[src/rtl/cam_cmd_pkg.sv]
// shared command codes, bus widths and payload types, imported by every wr_ack_mng block
package cam_cmd_pkg;

    // host register write bus
    localparam int REG_ADDR_W   = 8;
    localparam int REG_WORD_W   = 16;

    // command field inside the write address
    localparam int CMD_ADDR_MSB = 7;
    localparam int CMD_ADDR_LSB = 6;

    // one CAM data or mask byte, one bit per ternary symbol
    localparam int CAM_BYTE_W   = 8;

    // host word, eight 2-bit ternary symbols, bits 15:14 are the top symbol
    typedef logic [REG_WORD_W-1:0] reg_word_t;

    typedef logic [CAM_BYTE_W-1:0] cam_byte_t;

    // table operation carried by a frame
    // address code 11 is folded into CMD_CONFIG by the collector
    typedef enum logic [1:0] {
        CMD_CONFIG = 2'b00,   // table write
        CMD_CHANGE = 2'b01,   // table change
        CMD_DELETE = 2'b10    // table delete
    } cam_cmd_t;

endpackage

[src/rtl/sync_fifo.sv]
// synchronous first-word fall-through FIFO, payload type and depth set by the instantiating block
module sync_fifo #(
    parameter type payload_t = logic [7:0],
    parameter int  DEPTH     = 2
) (
    input  logic     i_clk,
    input  logic     i_rst,
    input  logic     i_push,
    input  payload_t i_data,
    input  logic     i_pop,
    output payload_t o_data,
    output logic     o_empty,
    output logic     o_full
);

    localparam int AW = (DEPTH > 1) ? $clog2(DEPTH) : 1;
    localparam int CW = $clog2(DEPTH + 1);

    payload_t      r_mem [DEPTH];
    logic [AW-1:0] r_wr_ptr;
    logic [AW-1:0] r_rd_ptr;
    logic [CW-1:0] r_count;   // occupancy
    logic          w_do_push;
    logic          w_do_pop;

    // pointers wrap at DEPTH, which need not be a power of two
    function automatic logic [AW-1:0] next_ptr(input logic [AW-1:0] ptr);
        return (ptr == AW'(DEPTH - 1)) ? '0 : ptr + 1'b1;
    endfunction

    assign w_do_push = i_push && !o_full;
    assign w_do_pop  = i_pop && !o_empty;

    always_ff @(posedge i_clk) begin
        if (i_rst) begin
            r_wr_ptr <= '0;
            r_rd_ptr <= '0;
            r_count  <= '0;
        end else begin
            if (w_do_push) begin
                r_wr_ptr <= next_ptr(r_wr_ptr);
            end
            if (w_do_pop) begin
                r_rd_ptr <= next_ptr(r_rd_ptr);
            end
            case ({w_do_push, w_do_pop})
                2'b10:   r_count <= r_count + 1'b1;
                2'b01:   r_count <= r_count - 1'b1;
                default: r_count <= r_count;
            endcase
        end
    end

    always_ff @(posedge i_clk) begin
        if (w_do_push) begin
            r_mem[r_wr_ptr] <= i_data;
        end
    end

    assign o_data  = r_mem[r_rd_ptr];  // head is visible without a read cycle
    assign o_empty = (r_count == '0);
    assign o_full  = (r_count == CW'(DEPTH));

    a_no_push_full: assert property (
        @(posedge i_clk) disable iff (i_rst)
        !(i_push && o_full)
    );

    a_no_pop_empty: assert property (
        @(posedge i_clk) disable iff (i_rst)
        !(i_pop && o_empty)
    );

endmodule

[src/rtl/frame_collector.sv]
// host side producer, groups accepted register writes into frames and pushes them to the buffer
module frame_collector
    import cam_cmd_pkg::*;
#(
    parameter int FRAME_WORDS = 38
) (
    input  logic                  i_clk,
    input  logic                  i_rst,
    input  logic                  i_reg_we,
    input  logic [REG_ADDR_W-1:0] i_reg_addr,
    input  reg_word_t             i_reg_din,
    input  logic                  i_reg_din_v,
    input  logic                  i_buf_full,
    output logic                  o_word_push,
    output reg_word_t             o_word,
    output logic                  o_cmd_push,
    output cam_cmd_t              o_cmd
);

    localparam int CNT_W = $clog2(FRAME_WORDS);

    logic             w_accept;
    logic             w_first;
    logic             w_last;
    logic [CNT_W-1:0] r_word_cnt;   // words accepted so far in this frame
    cam_cmd_t         w_addr_cmd;
    cam_cmd_t         w_cur_cmd;
    cam_cmd_t         r_frame_cmd;  // command latched from the first word

    assign w_accept = i_reg_we && i_reg_din_v;
    assign w_first  = (r_word_cnt == '0);
    assign w_last   = (r_word_cnt == CNT_W'(FRAME_WORDS - 1));

    always_comb begin
        case (i_reg_addr[CMD_ADDR_MSB:CMD_ADDR_LSB])
            2'b01:   w_addr_cmd = CMD_CHANGE;
            2'b10:   w_addr_cmd = CMD_DELETE;
            default: w_addr_cmd = CMD_CONFIG;  // 00 and the spare code 11
        endcase
    end

    // first word decides the frame, later addresses are ignored
    assign w_cur_cmd = w_first ? w_addr_cmd : r_frame_cmd;

    always_ff @(posedge i_clk) begin
        if (i_rst) begin
            r_word_cnt  <= '0;
            r_frame_cmd <= CMD_CONFIG;
        end else if (w_accept) begin
            r_word_cnt  <= w_last ? '0 : r_word_cnt + 1'b1;
            r_frame_cmd <= w_cur_cmd;
        end
    end

    // push strobes one cycle behind the accepted write
    always_ff @(posedge i_clk) begin
        if (i_rst) begin
            o_word_push <= 1'b0;
            o_cmd_push  <= 1'b0;
        end else begin
            o_word_push <= w_accept;
            o_cmd_push  <= w_accept && w_last;  // command goes in with the closing word
        end
    end

    always_ff @(posedge i_clk) begin
        if (w_accept) begin
            o_word <= i_reg_din;
        end
        if (w_accept && w_last) begin
            o_cmd <= w_cur_cmd;
        end
    end

    // the host has to honour o_wr_ack_busy, there is no drop path behind it
    a_no_write_when_full: assert property (
        @(posedge i_clk) disable iff (i_rst)
        w_accept |-> !i_buf_full
    );

endmodule

[src/rtl/frame_buffer.sv]
// two-frame store between collector and emitter, one word queue plus one command queue
module frame_buffer
    import cam_cmd_pkg::*;
#(
    parameter int FRAME_WORDS = 38
) (
    input  logic      i_clk,
    input  logic      i_rst,
    input  logic      i_word_push,
    input  reg_word_t i_word,
    input  logic      i_cmd_push,
    input  cam_cmd_t  i_cmd,
    input  logic      i_word_pop,
    input  logic      i_cmd_pop,
    output logic      o_full,
    output logic      o_frame_ready,
    output cam_cmd_t  o_frame_cmd,
    output reg_word_t o_word
);

    logic w_word_empty;
    logic w_cmd_empty;

    // room for exactly two complete frames
    sync_fifo #(
        .payload_t (reg_word_t),
        .DEPTH     (2 * FRAME_WORDS)
    ) u_word_q (
        .i_clk   (i_clk),
        .i_rst   (i_rst),
        .i_push  (i_word_push),
        .i_data  (i_word),
        .i_pop   (i_word_pop),
        .o_data  (o_word),
        .o_empty (w_word_empty),
        .o_full  (o_full)
    );

    // one entry per complete frame
    sync_fifo #(
        .payload_t (cam_cmd_t),
        .DEPTH     (2)
    ) u_cmd_q (
        .i_clk   (i_clk),
        .i_rst   (i_rst),
        .i_push  (i_cmd_push),
        .i_data  (i_cmd),
        .i_pop   (i_cmd_pop),
        .o_data  (o_frame_cmd),
        .o_empty (w_cmd_empty),
        .o_full  ()
    );

    // a command is only queued once its last word is in
    assign o_frame_ready = !w_cmd_empty;

    a_cmd_pop_with_word: assert property (
        @(posedge i_clk) disable iff (i_rst)
        i_cmd_pop |-> i_word_pop
    );

    // queued command always has its words behind it
    a_ready_has_words: assert property (
        @(posedge i_clk) disable iff (i_rst)
        o_frame_ready |-> !w_word_empty
    );

endmodule

[src/rtl/cam_entry_emitter.sv]
// consumer side, drains frames under downstream busy, decodes ternary words and drives the CAM ports
module cam_entry_emitter
    import cam_cmd_pkg::*;
#(
    parameter int FRAME_WORDS = 38
) (
    input  logic                           i_clk,
    input  logic                           i_rst,
    input  logic                           i_frame_ready,
    input  cam_cmd_t                       i_frame_cmd,
    input  reg_word_t                      i_word,
    input  logic                           i_cam_busy,
    output logic                           o_word_pop,
    output logic                           o_cmd_pop,
    output cam_byte_t                      o_config_data,
    output cam_byte_t                      o_config_mask,
    output logic [$clog2(FRAME_WORDS)-1:0] o_config_data_cnt,
    output logic                           o_config_data_vld,
    output cam_byte_t                      o_change_data,
    output cam_byte_t                      o_change_mask,
    output logic [$clog2(FRAME_WORDS)-1:0] o_change_data_cnt,
    output logic                           o_change_data_vld,
    output cam_byte_t                      o_delete_data,
    output cam_byte_t                      o_delete_mask,
    output logic [$clog2(FRAME_WORDS)-1:0] o_delete_data_cnt,
    output logic                           o_delete_data_vld
);

    localparam int CNT_W     = $clog2(FRAME_WORDS);
    localparam int NUM_PORTS = 3;   // config, change, delete

    logic             w_pop;
    logic [CNT_W-1:0] r_idx;        // word index inside the frame being drained

    // decode stage
    logic             r_s1_vld;
    cam_byte_t        r_s1_data;
    cam_byte_t        r_s1_mask;
    logic [CNT_W-1:0] r_s1_idx;
    cam_cmd_t         r_s1_cmd;

    // port stage
    logic [NUM_PORTS-1:0] w_port_sel;
    logic [NUM_PORTS-1:0] r_port_vld;
    cam_byte_t            r_port_data [NUM_PORTS];
    cam_byte_t            r_port_mask [NUM_PORTS];
    logic [CNT_W-1:0]     r_port_cnt  [NUM_PORTS];

    // data bit is the symbol lsb
    function automatic cam_byte_t ternary_data(input reg_word_t word);
        cam_byte_t b;
        for (int i = 0; i < CAM_BYTE_W; i++) begin
            b[i] = word[2*i];
        end
        return b;
    endfunction

    // symbol msb set means don't care, mask cleared
    function automatic cam_byte_t ternary_mask(input reg_word_t word);
        cam_byte_t b;
        for (int i = 0; i < CAM_BYTE_W; i++) begin
            b[i] = !word[2*i+1];
        end
        return b;
    endfunction

    assign w_pop      = i_frame_ready && !i_cam_busy;
    assign o_word_pop = w_pop;
    assign o_cmd_pop  = w_pop && (r_idx == CNT_W'(FRAME_WORDS - 1));  // frame done

    always_ff @(posedge i_clk) begin
        if (i_rst) begin
            r_idx <= '0;
        end else if (w_pop) begin
            r_idx <= o_cmd_pop ? '0 : r_idx + 1'b1;
        end
    end

    always_ff @(posedge i_clk) begin
        if (i_rst) begin
            r_s1_vld <= 1'b0;
        end else begin
            r_s1_vld <= w_pop;
        end
    end

    always_ff @(posedge i_clk) begin
        if (w_pop) begin
            r_s1_data <= ternary_data(i_word);
            r_s1_mask <= ternary_mask(i_word);
            r_s1_idx  <= r_idx;
            r_s1_cmd  <= i_frame_cmd;
        end
    end

    assign w_port_sel[0] = r_s1_vld && (r_s1_cmd == CMD_CONFIG);
    assign w_port_sel[1] = r_s1_vld && (r_s1_cmd == CMD_CHANGE);
    assign w_port_sel[2] = r_s1_vld && (r_s1_cmd == CMD_DELETE);

    always_ff @(posedge i_clk) begin
        if (i_rst) begin
            r_port_vld <= '0;
        end else begin
            r_port_vld <= w_port_sel;
        end
    end

    // unselected ports are cleared every cycle
    always_ff @(posedge i_clk) begin
        for (int p = 0; p < NUM_PORTS; p++) begin
            r_port_data[p] <= w_port_sel[p] ? r_s1_data : '0;
            r_port_mask[p] <= w_port_sel[p] ? r_s1_mask : '0;
            r_port_cnt[p]  <= w_port_sel[p] ? r_s1_idx  : '0;
        end
    end

    assign o_config_data     = r_port_data[0];
    assign o_config_mask     = r_port_mask[0];
    assign o_config_data_cnt = r_port_cnt[0];
    assign o_config_data_vld = r_port_vld[0];

    assign o_change_data     = r_port_data[1];
    assign o_change_mask     = r_port_mask[1];
    assign o_change_data_cnt = r_port_cnt[1];
    assign o_change_data_vld = r_port_vld[1];

    assign o_delete_data     = r_port_data[2];
    assign o_delete_mask     = r_port_mask[2];
    assign o_delete_data_cnt = r_port_cnt[2];
    assign o_delete_data_vld = r_port_vld[2];

endmodule

[src/rtl/wr_ack_mng.sv]
// write-acknowledge manager top, host register writes in, decoded CAM entries out per command port
module wr_ack_mng
    import cam_cmd_pkg::*;
#(
    parameter int FRAME_WORDS = 38
) (
    input  logic                           i_clk,
    input  logic                           i_rst,
    input  logic                           i_reg_we,
    input  logic [REG_ADDR_W-1:0]          i_reg_addr,
    input  reg_word_t                      i_reg_din,
    input  logic                           i_reg_din_v,
    input  logic                           i_cam_busy,
    output cam_byte_t                      o_config_data,
    output cam_byte_t                      o_config_mask,
    output logic [$clog2(FRAME_WORDS)-1:0] o_config_data_cnt,
    output logic                           o_config_data_vld,
    output cam_byte_t                      o_change_data,
    output cam_byte_t                      o_change_mask,
    output logic [$clog2(FRAME_WORDS)-1:0] o_change_data_cnt,
    output logic                           o_change_data_vld,
    output cam_byte_t                      o_delete_data,
    output cam_byte_t                      o_delete_mask,
    output logic [$clog2(FRAME_WORDS)-1:0] o_delete_data_cnt,
    output logic                           o_delete_data_vld,
    output logic                           o_wr_ack_busy
);

    logic      w_word_push;
    reg_word_t w_push_word;
    logic      w_cmd_push;
    cam_cmd_t  w_push_cmd;
    logic      w_buf_full;    // also the host back-pressure
    logic      w_frame_ready;
    cam_cmd_t  w_frame_cmd;
    reg_word_t w_head_word;
    logic      w_word_pop;
    logic      w_cmd_pop;

    assign o_wr_ack_busy = w_buf_full;

    frame_collector #(.FRAME_WORDS(FRAME_WORDS)) u_collector (
        .i_clk       (i_clk),
        .i_rst       (i_rst),
        .i_reg_we    (i_reg_we),
        .i_reg_addr  (i_reg_addr),
        .i_reg_din   (i_reg_din),
        .i_reg_din_v (i_reg_din_v),
        .i_buf_full  (w_buf_full),
        .o_word_push (w_word_push),
        .o_word      (w_push_word),
        .o_cmd_push  (w_cmd_push),
        .o_cmd       (w_push_cmd)
    );

    frame_buffer #(.FRAME_WORDS(FRAME_WORDS)) u_buffer (
        .i_clk         (i_clk),
        .i_rst         (i_rst),
        .i_word_push   (w_word_push),
        .i_word        (w_push_word),
        .i_cmd_push    (w_cmd_push),
        .i_cmd         (w_push_cmd),
        .i_word_pop    (w_word_pop),
        .i_cmd_pop     (w_cmd_pop),
        .o_full        (w_buf_full),
        .o_frame_ready (w_frame_ready),
        .o_frame_cmd   (w_frame_cmd),
        .o_word        (w_head_word)
    );

    cam_entry_emitter #(.FRAME_WORDS(FRAME_WORDS)) u_emitter (
        .i_clk             (i_clk),
        .i_rst             (i_rst),
        .i_frame_ready     (w_frame_ready),
        .i_frame_cmd       (w_frame_cmd),
        .i_word            (w_head_word),
        .i_cam_busy        (i_cam_busy),
        .o_word_pop        (w_word_pop),
        .o_cmd_pop         (w_cmd_pop),
        .o_config_data     (o_config_data),
        .o_config_mask     (o_config_mask),
        .o_config_data_cnt (o_config_data_cnt),
        .o_config_data_vld (o_config_data_vld),
        .o_change_data     (o_change_data),
        .o_change_mask     (o_change_mask),
        .o_change_data_cnt (o_change_data_cnt),
        .o_change_data_vld (o_change_data_vld),
        .o_delete_data     (o_delete_data),
        .o_delete_mask     (o_delete_mask),
        .o_delete_data_cnt (o_delete_data_cnt),
        .o_delete_data_vld (o_delete_data_vld)
    );

endmodule

[config.mk]
export PLATFORM = sky130hd
export DESIGN_NAME = wr_ack_mng
export DESIGN_NICKNAME = d
export VERILOG_FILES = /design/src/rtl/cam_cmd_pkg.sv /design/src/rtl/sync_fifo.sv /design/src/rtl/frame_collector.sv /design/src/rtl/frame_buffer.sv /design/src/rtl/cam_entry_emitter.sv /design/src/rtl/wr_ack_mng.sv
export SDC_FILE = /design/constraint.sdc
export NUM_CORES = 1
export LEC_CHECK = 0
export ABC_AREA = 0
export CAP_MARGIN = 20
export CORE_MARGIN = 10
export CORE_UTILIZATION = 57
export DETAILED_ROUTE_END_ITERATION = 16
export DONT_BUFFER_PORTS = 1
export PLACE_DENSITY = 0.75
export RECOVER_POWER = 50
export SYNTH_ARGS = -nofsm -noshare
export SYNTH_HDL_FRONTEND = slang
export SYNTH_SLANG_ARGS = --single-unit
[constraint.sdc]
create_clock -name i_clk -period 3.7 [get_ports i_clk]
set_clock_uncertainty 0.1 [all_clocks]
set_input_delay 0.74 -clock i_clk [delete_from_list [all_inputs] [get_ports i_clk]]
set_output_delay 0.74 -clock i_clk [all_outputs]
set_load 0.02 [all_outputs]
# == Word-level counts from Yosys, hierarchy flattened ==
# Memories as Yosys holds them, arrays and structs flattened. A register that Yosys moved wholly into a read port is not among the register bits.
# Index checks and enable logic that the tools add are counted.
# classes
addsub,10
n_mul,0
n_div,0
n_lt_le_gt_ge,0
n_eq_ne,14
shift,0
n_mux,25
bitwise,0
reduce_logical,30
# ops
cell,count
$mux 8,6
$mux 6,5
$mux 7,4
$add 7x1->7 const B,3
$eq 7x7->1 const B,3
$pmux 7 s2,1
$logic_not 1->1,13
$add 6x1->6 const B,2
$eq 6x6->1 const B,2
$logic_and 1x1->1,11
$eq 2x2->1 const B,5
$eq 2x1->1 const B,4
$pmux 2 s2,2
$logic_not 7->1,1
$sub 7x1->7 const B,1
$logic_not 6->1,1
$mux 1,6
$logic_not 2->1,2
$reduce_bool 2->1,2
$add 1x1->1 const B,2
$add 2x1->2 const B,1
$mux 2,1
$sub 2x1->2 const B,1
# totals
register_bits,85
latch_bits,0
ramBits,1286
rom_bits,0
out_inout_bits,70
wordCells,102
memories,5
# mem_list
name,words,word_bits,rd,rd_clocked_by_memory_dff,write_ports,line,text
u_buffer.u_word_q.r_mem,76,16,1,1,1,sync_fifo.sv:19,payload_t r_mem [DEPTH];
u_emitter.r_port_data,3,8,3,0,3,cam_entry_emitter.sv:45,cam_byte_t r_port_data [NUM_PORTS];
u_emitter.r_port_mask,3,8,3,0,3,cam_entry_emitter.sv:46,cam_byte_t r_port_mask [NUM_PORTS];
u_emitter.r_port_cnt,3,6,3,0,3,cam_entry_emitter.sv:47,logic [CNT_W-1:0] r_port_cnt [NUM_PORTS];
u_buffer.u_cmd_q.r_mem,2,2,1,1,1,sync_fifo.sv:19,

# == Logic depth before layout (Yosys ltp) ==
# logic_depth
ltp_word,7
depth_mapped,15

# == Modules after synthesis ==
# Synthesis repeated with hierarchy kept, for this count alone.
# hier_totals
cells_unflattened,2580
hier_area_um2,52497.8
# by_module_without_submodules
mod,instances,cells_each,area_per_inst_um2
sync_fifo (u_buffer.u_word_q),1,2253,48111.1
cam_entry_emitter,1,218,2966.6
frame_collector,1,76,1049.8
sync_fifo (u_buffer.u_cmd_q),1,32,366.6
frame_buffer,1,1,3.8

# == Worst setup path before layout ==
# Ideal clock, no wire load.
# synth_path
kind,input -> register
startpoint,input port i_cam_busy
endpoint,register u_buffer.u_word_q.r_count[6]
setup_ns,0.059
arrival_ns,3.551
setup_slack_ns,-0.010
cell_stages,12
path_buffers,1
path_cell_list,o21bai_1 > a21oi_1 > ha_1 > clkbuf_1 > xor2_1 > ha_1 > a21oi_1 > o21ai_0 > a221oi_1 > a221oi_1 > or4_1 > nand2_1
# synth_between
elab_chain_cells,5
word_cells_on_any_way,7
cone_classes,2 x eq/ne; 1 x mux; 4 x reduce/logical
# synth_rtl
item,line,text
"start, declared",wr_ack_mng.sv:13,"input logic i_cam_busy,"
$logic_not 1->1 (*),cam_entry_emitter.sv:67,assign w_pop = i_frame_ready && !i_cam_busy;
$logic_and 1x1->1 (*),cam_entry_emitter.sv:67,
$logic_and 1x1->1 (*),sync_fifo.sv:32,assign w_do_pop = i_pop && !o_empty;
$eq 2x1->1 / $eq 2x2->1 (equally long branches),sync_fifo.sv:46,"case ({w_do_push, w_do_pop})"
$pmux 7 s2 / $reduce_bool 2->1 (equally long branches),n/a,
"end signal, assigned",sync_fifo.sv:47,2'b10: r_count <= r_count + 1'b1;
"end signal, assigned",sync_fifo.sv:48,2'b01: r_count <= r_count - 1'b1;
"end signal, assigned",sync_fifo.sv:49,default: r_count <= r_count;
"end, declared",sync_fifo.sv:22,logic [CW-1:0] r_count;
# Every way passes the cells marked *; elsewhere a longest branch is shown, timed or not.
# A chain may end at the register's enable or synchronous reset.

# == Final worst setup path ==
# layout_path
startpoint,register u_buffer.u_word_q.r_count[3]
endpoint,register u_buffer.u_word_q.r_count[6]
# layout_between
elab_chain_cells,5
word_cells_on_any_way,12
cone_classes,2 x add/sub; 3 x eq/ne; 1 x mux; 6 x reduce/logical
# layout_rtl
item
branches (longest 5 deep; another with $sub 7x1->7)
# Parallel ways; which one is timed is not known.

==> results_dict.tcl <==
set metrics [dict create \
    clockRootBuffer "clkbuf_16" \
    arrival_ns 3.81 \
    fp.dieW_um 323 \
    final.setup.tns_ns 0 \
    rsz0062_at_grt "false" \
    cts_tree "done" \
    syn-instance-count 2518 \
    fmax_mhz 309 \
    dp_hpwl_um 73500 \
    clk_pin_slew_ns 0.07 \
    r2r_start "u_buffer.u_word_q.r_count[3]$_SDFFE_PP0P_" \
    critical_path_class "flop to flop" \
    drive_gt1_share_pct 24.7 \
    report.final.slew_viol_count 1106 \
    grt_pass1_vias 27000 \
    core_area_mm2 0.0904 \
    via_per_inst 6.60 \
    leakage_nw 18.6 \
    end_kind "flop" \
    tightest_slew_ns 1.84 \
    dieArea_mm2 0.104 \
    yosysUniqueCellTypes 57 \
    boundaryPins 99 \
    initial_core_util_pct 57.8 \
    insertion_delay_ns 0.73 \
    synthesis.nets 2558 \
    ys_warn_count 0 \
    worst_path_largest_cell_delay_ns 0.42 \
    finalHoldViolCount 0 \
    crit_chain "and3_1 > and2_1 > nor2_1 > inv_1 > ha_1 > xor2_1 > ha_1 > a21oi_1 > o21ai_0 > a221oi_1 > a221oi_1 > or4_1 > nand2_1" \
    critPathLaunch "u_buffer.u_word_q.r_count[3]$_SDFFE_PP0P_" \
    syn_avg_cell_area_um2 20.7 \
    final_common_cell "edfxtp_1" \
    grt_max_degree 77 \
    total_power_mw 30.5 \
    hp-start "i_rst" \
    final_cell_mix "edfxtp_1 (1262), mux4_2 (311), buf_4 (161)" \
    grt_pass1_wl_um 184000 \
    htree_levels 4 \
    cts_hold_repair.buffers 17 \
    ys_seq_elements 1380 \
    hold_path_class "input pin to flop" \
    post-route-period-util_pct 87.5 \
    synth_edf_count 1262 \
    finalCriticalPeriod_ns 3.24 \
    syn2layout_area_growth_pct 13.3 \
    wirelength_um 126000 \
    drtAntennaViolNets 0 \
    start_kind "flop" \
    gr-total-overflow 0 \
    slew-limit-headroom_pct -22.7 \
    syn-cell-area_mm2 0.0522 \
    clkSinkCount 1380 \
    drtIter0Drc 3545 \
    nets 2801 \
    ys.flop_type "edfxtp_1" \
    critPathMaxFanout 9 \
    maxCapViolCount 16 \
    vias 26600 \
    cts_setup_buffers 0 \
    ys_async_sr_fraction_pct 0 \
    antenna_found_initial 4 \
    outcome "complete, but fails checks" \
    cpMaxStageDelayCell "or4_1" \
    dieHeight_um 323 \
    place.port_buffers 0 \
    power_density_mw_per_mm2 516 \
    cts-resized-gates 0 \
    dr.pass1.iters 5 \
    ys_seq_area_share_pct 77.1 \
    post_drt_wl_per_cell_um 31.1 \
    grt.total_usage_pct 24.4 \
    num_rows 110 \
    cts_buffer_depth 3 \
    required_ns 4.28 \
    routabilityCongestion 0.876 \
    fillerInstances 5618 \
    violations "max-capacitance violations, max-slew violations" \
    drc 0 \
    peakVddDrop_uv 438 \
    cts_made_buffers 134 \
    final-setup-viol-count 0 \
]
## state kept, by name (all words and copies together), names as in the netlist, 4 cells and up, named ones only
signal and flops:
u_emitter.r_port_mask 24, u_collector.r_word_cnt 6, u_emitter.r_s1_mask 8, u_buffer.u_cmd_q.r_mem 4
u_emitter.r_s1_data 8, u_buffer.u_word_q.r_mem 1216, u_buffer.u_word_q.r_wr_ptr 7, u_collector.o_word 16
u_buffer.u_word_q.r_rd_ptr 7, u_emitter.r_port_cnt 18, u_emitter.r_s1_idx 6, u_emitter.r_idx 6
u_emitter.r_port_data 24, u_buffer.u_word_q.r_count 7
## Yosys cell counts, types with 3 or more instances
cell	n	area share, %
buf_2	21	0.20
o211ai_1	8	0.11
edfxtp_1	1262	73
o21ai_0	42	0.40
buf_1	10	0.072
buf_6	18	0.39
mux4_2	311	13
a21o_1	3	0.043
and3_1	8	0.096
nand3_1	21	0.20
and2_1	74	0.89
or2_2	3	0.036
xnor2_1	9	0.15
or3_1	5	0.060
ha_1	11	0.26
buf_4	14	0.20
nand4_1	7	0.084
nand2b_1	5	0.060
a221oi_1	23	0.39
nor2b_1	24	0.29
o22ai_1	7	0.084
a211oi_1	10	0.14
a21oi_1	34	0.33
dfxtp_1	118	4.5
nand2_1	86	0.62
inv_1	9	0.065
mux2i_1	58	1.1
nor3b_1	5	0.072
nor2_1	137	0.98
clkbuf_1	54	0.39
mux2_2	6	0.13
o221ai_1	6	0.10
a22oi_1	36	0.52
xor2_1	19	0.32
a31oi_1	8	0.096
o31ai_1	4	0.057
nor3_1	15	0.14
## metal layers
layer	vias to the layer above	track usage [%]	part of all wire, %	wire length (um)
li1	10800	-	-	-
met1	13900	32.6	37	45900
met2	1670	39.0	49	61600
met3	263	5.66	11	13600
met4	4	9.65	3.6	4550
met5	-	0	0.022	28
## power breakdown
part / leakage [nW] / switching (mW) / internal, mW
Clock: 2.04 / 5.60 / 7.39
Sequential: 12.3 / 0.0145 / 17.1
Combinational: 4.22 / 0.342 / 0.0503
## critical path, delay by kind of cell (launching register included)
family | cells | cell delay, ns
flip-flops | 1 | 0.40
XOR/XNOR | 1 | 0.15
buffers and inverters | 1 | 0.13
AO/OA/AOI/OAI | 4 | 0.92
adder cells (fa/ha/maj) | 2 | 0.44
AND/OR/NAND/NOR | 5 | 1.04
## final timing paths
path / end / slack [ns] / cells after the start
max: u_buffer.u_word_q.r_count[6]$_SDFFE_PP0P_ / 0.46 / 13
min: u_buffer.u_word_q.r_count[6]$_SDFFE_PP0P_ / 0.10 / 3
max reg2reg: u_buffer.u_word_q.r_count[6]$_SDFFE_PP0P_ / 0.46 / 13
min reg2reg: u_buffer.u_cmd_q.r_mem[0][1]$_DFFE_PP_ / 0.35 / 0
## through the flow
step / setup WS, ns / cell area (um^2) / cells / utilization [%] / hold WS (ns)
3_3_place_gp: 0.475 / 54800 / 3779 / 60.6 / 0.347
6_report: 0.462 / 59100 / 4038 / 65.4 / 0.101
5_1_grt: 0.194 / 59100 / 4037 / 65.4 / 0.103
2_1_floorplan: 0.107 / 52200 / 2518 / - / 0.321
4_1_cts: 0.476 / 59200 / 4032 / 65.4 / 0.0608
3_5_place_dp: 0.511 / 54800 / 3779 / 60.6 / 0.338
## logic make-up after synthesis
group,share of synthesized area [%]
AOI/OAI and AO/OA,2.56
and+or+nand+nor,3.63
DFF,77.1
buffers and inverters,1.34
adders and majority gates,0.264
muxes,14.7
xor gates and xnor gates,0.470
## layout make-up
class	count	area (um^2)	share of cell area [%]
Antenna cell	1	2.50	0.00423
Clock buffer	174	3730	6.30
Clock inverter	62	452	0.764
Inverter	13	48.8	0.0825
Multi-Input combinational cell	1008	11300	19.1
Sequential cell	1380	40300	68.1
Tap cell	1176	1470	2.49
Timing Repair Buffer	224	1910	3.22
Note: power is estimated with default switching activity, not from simulation.
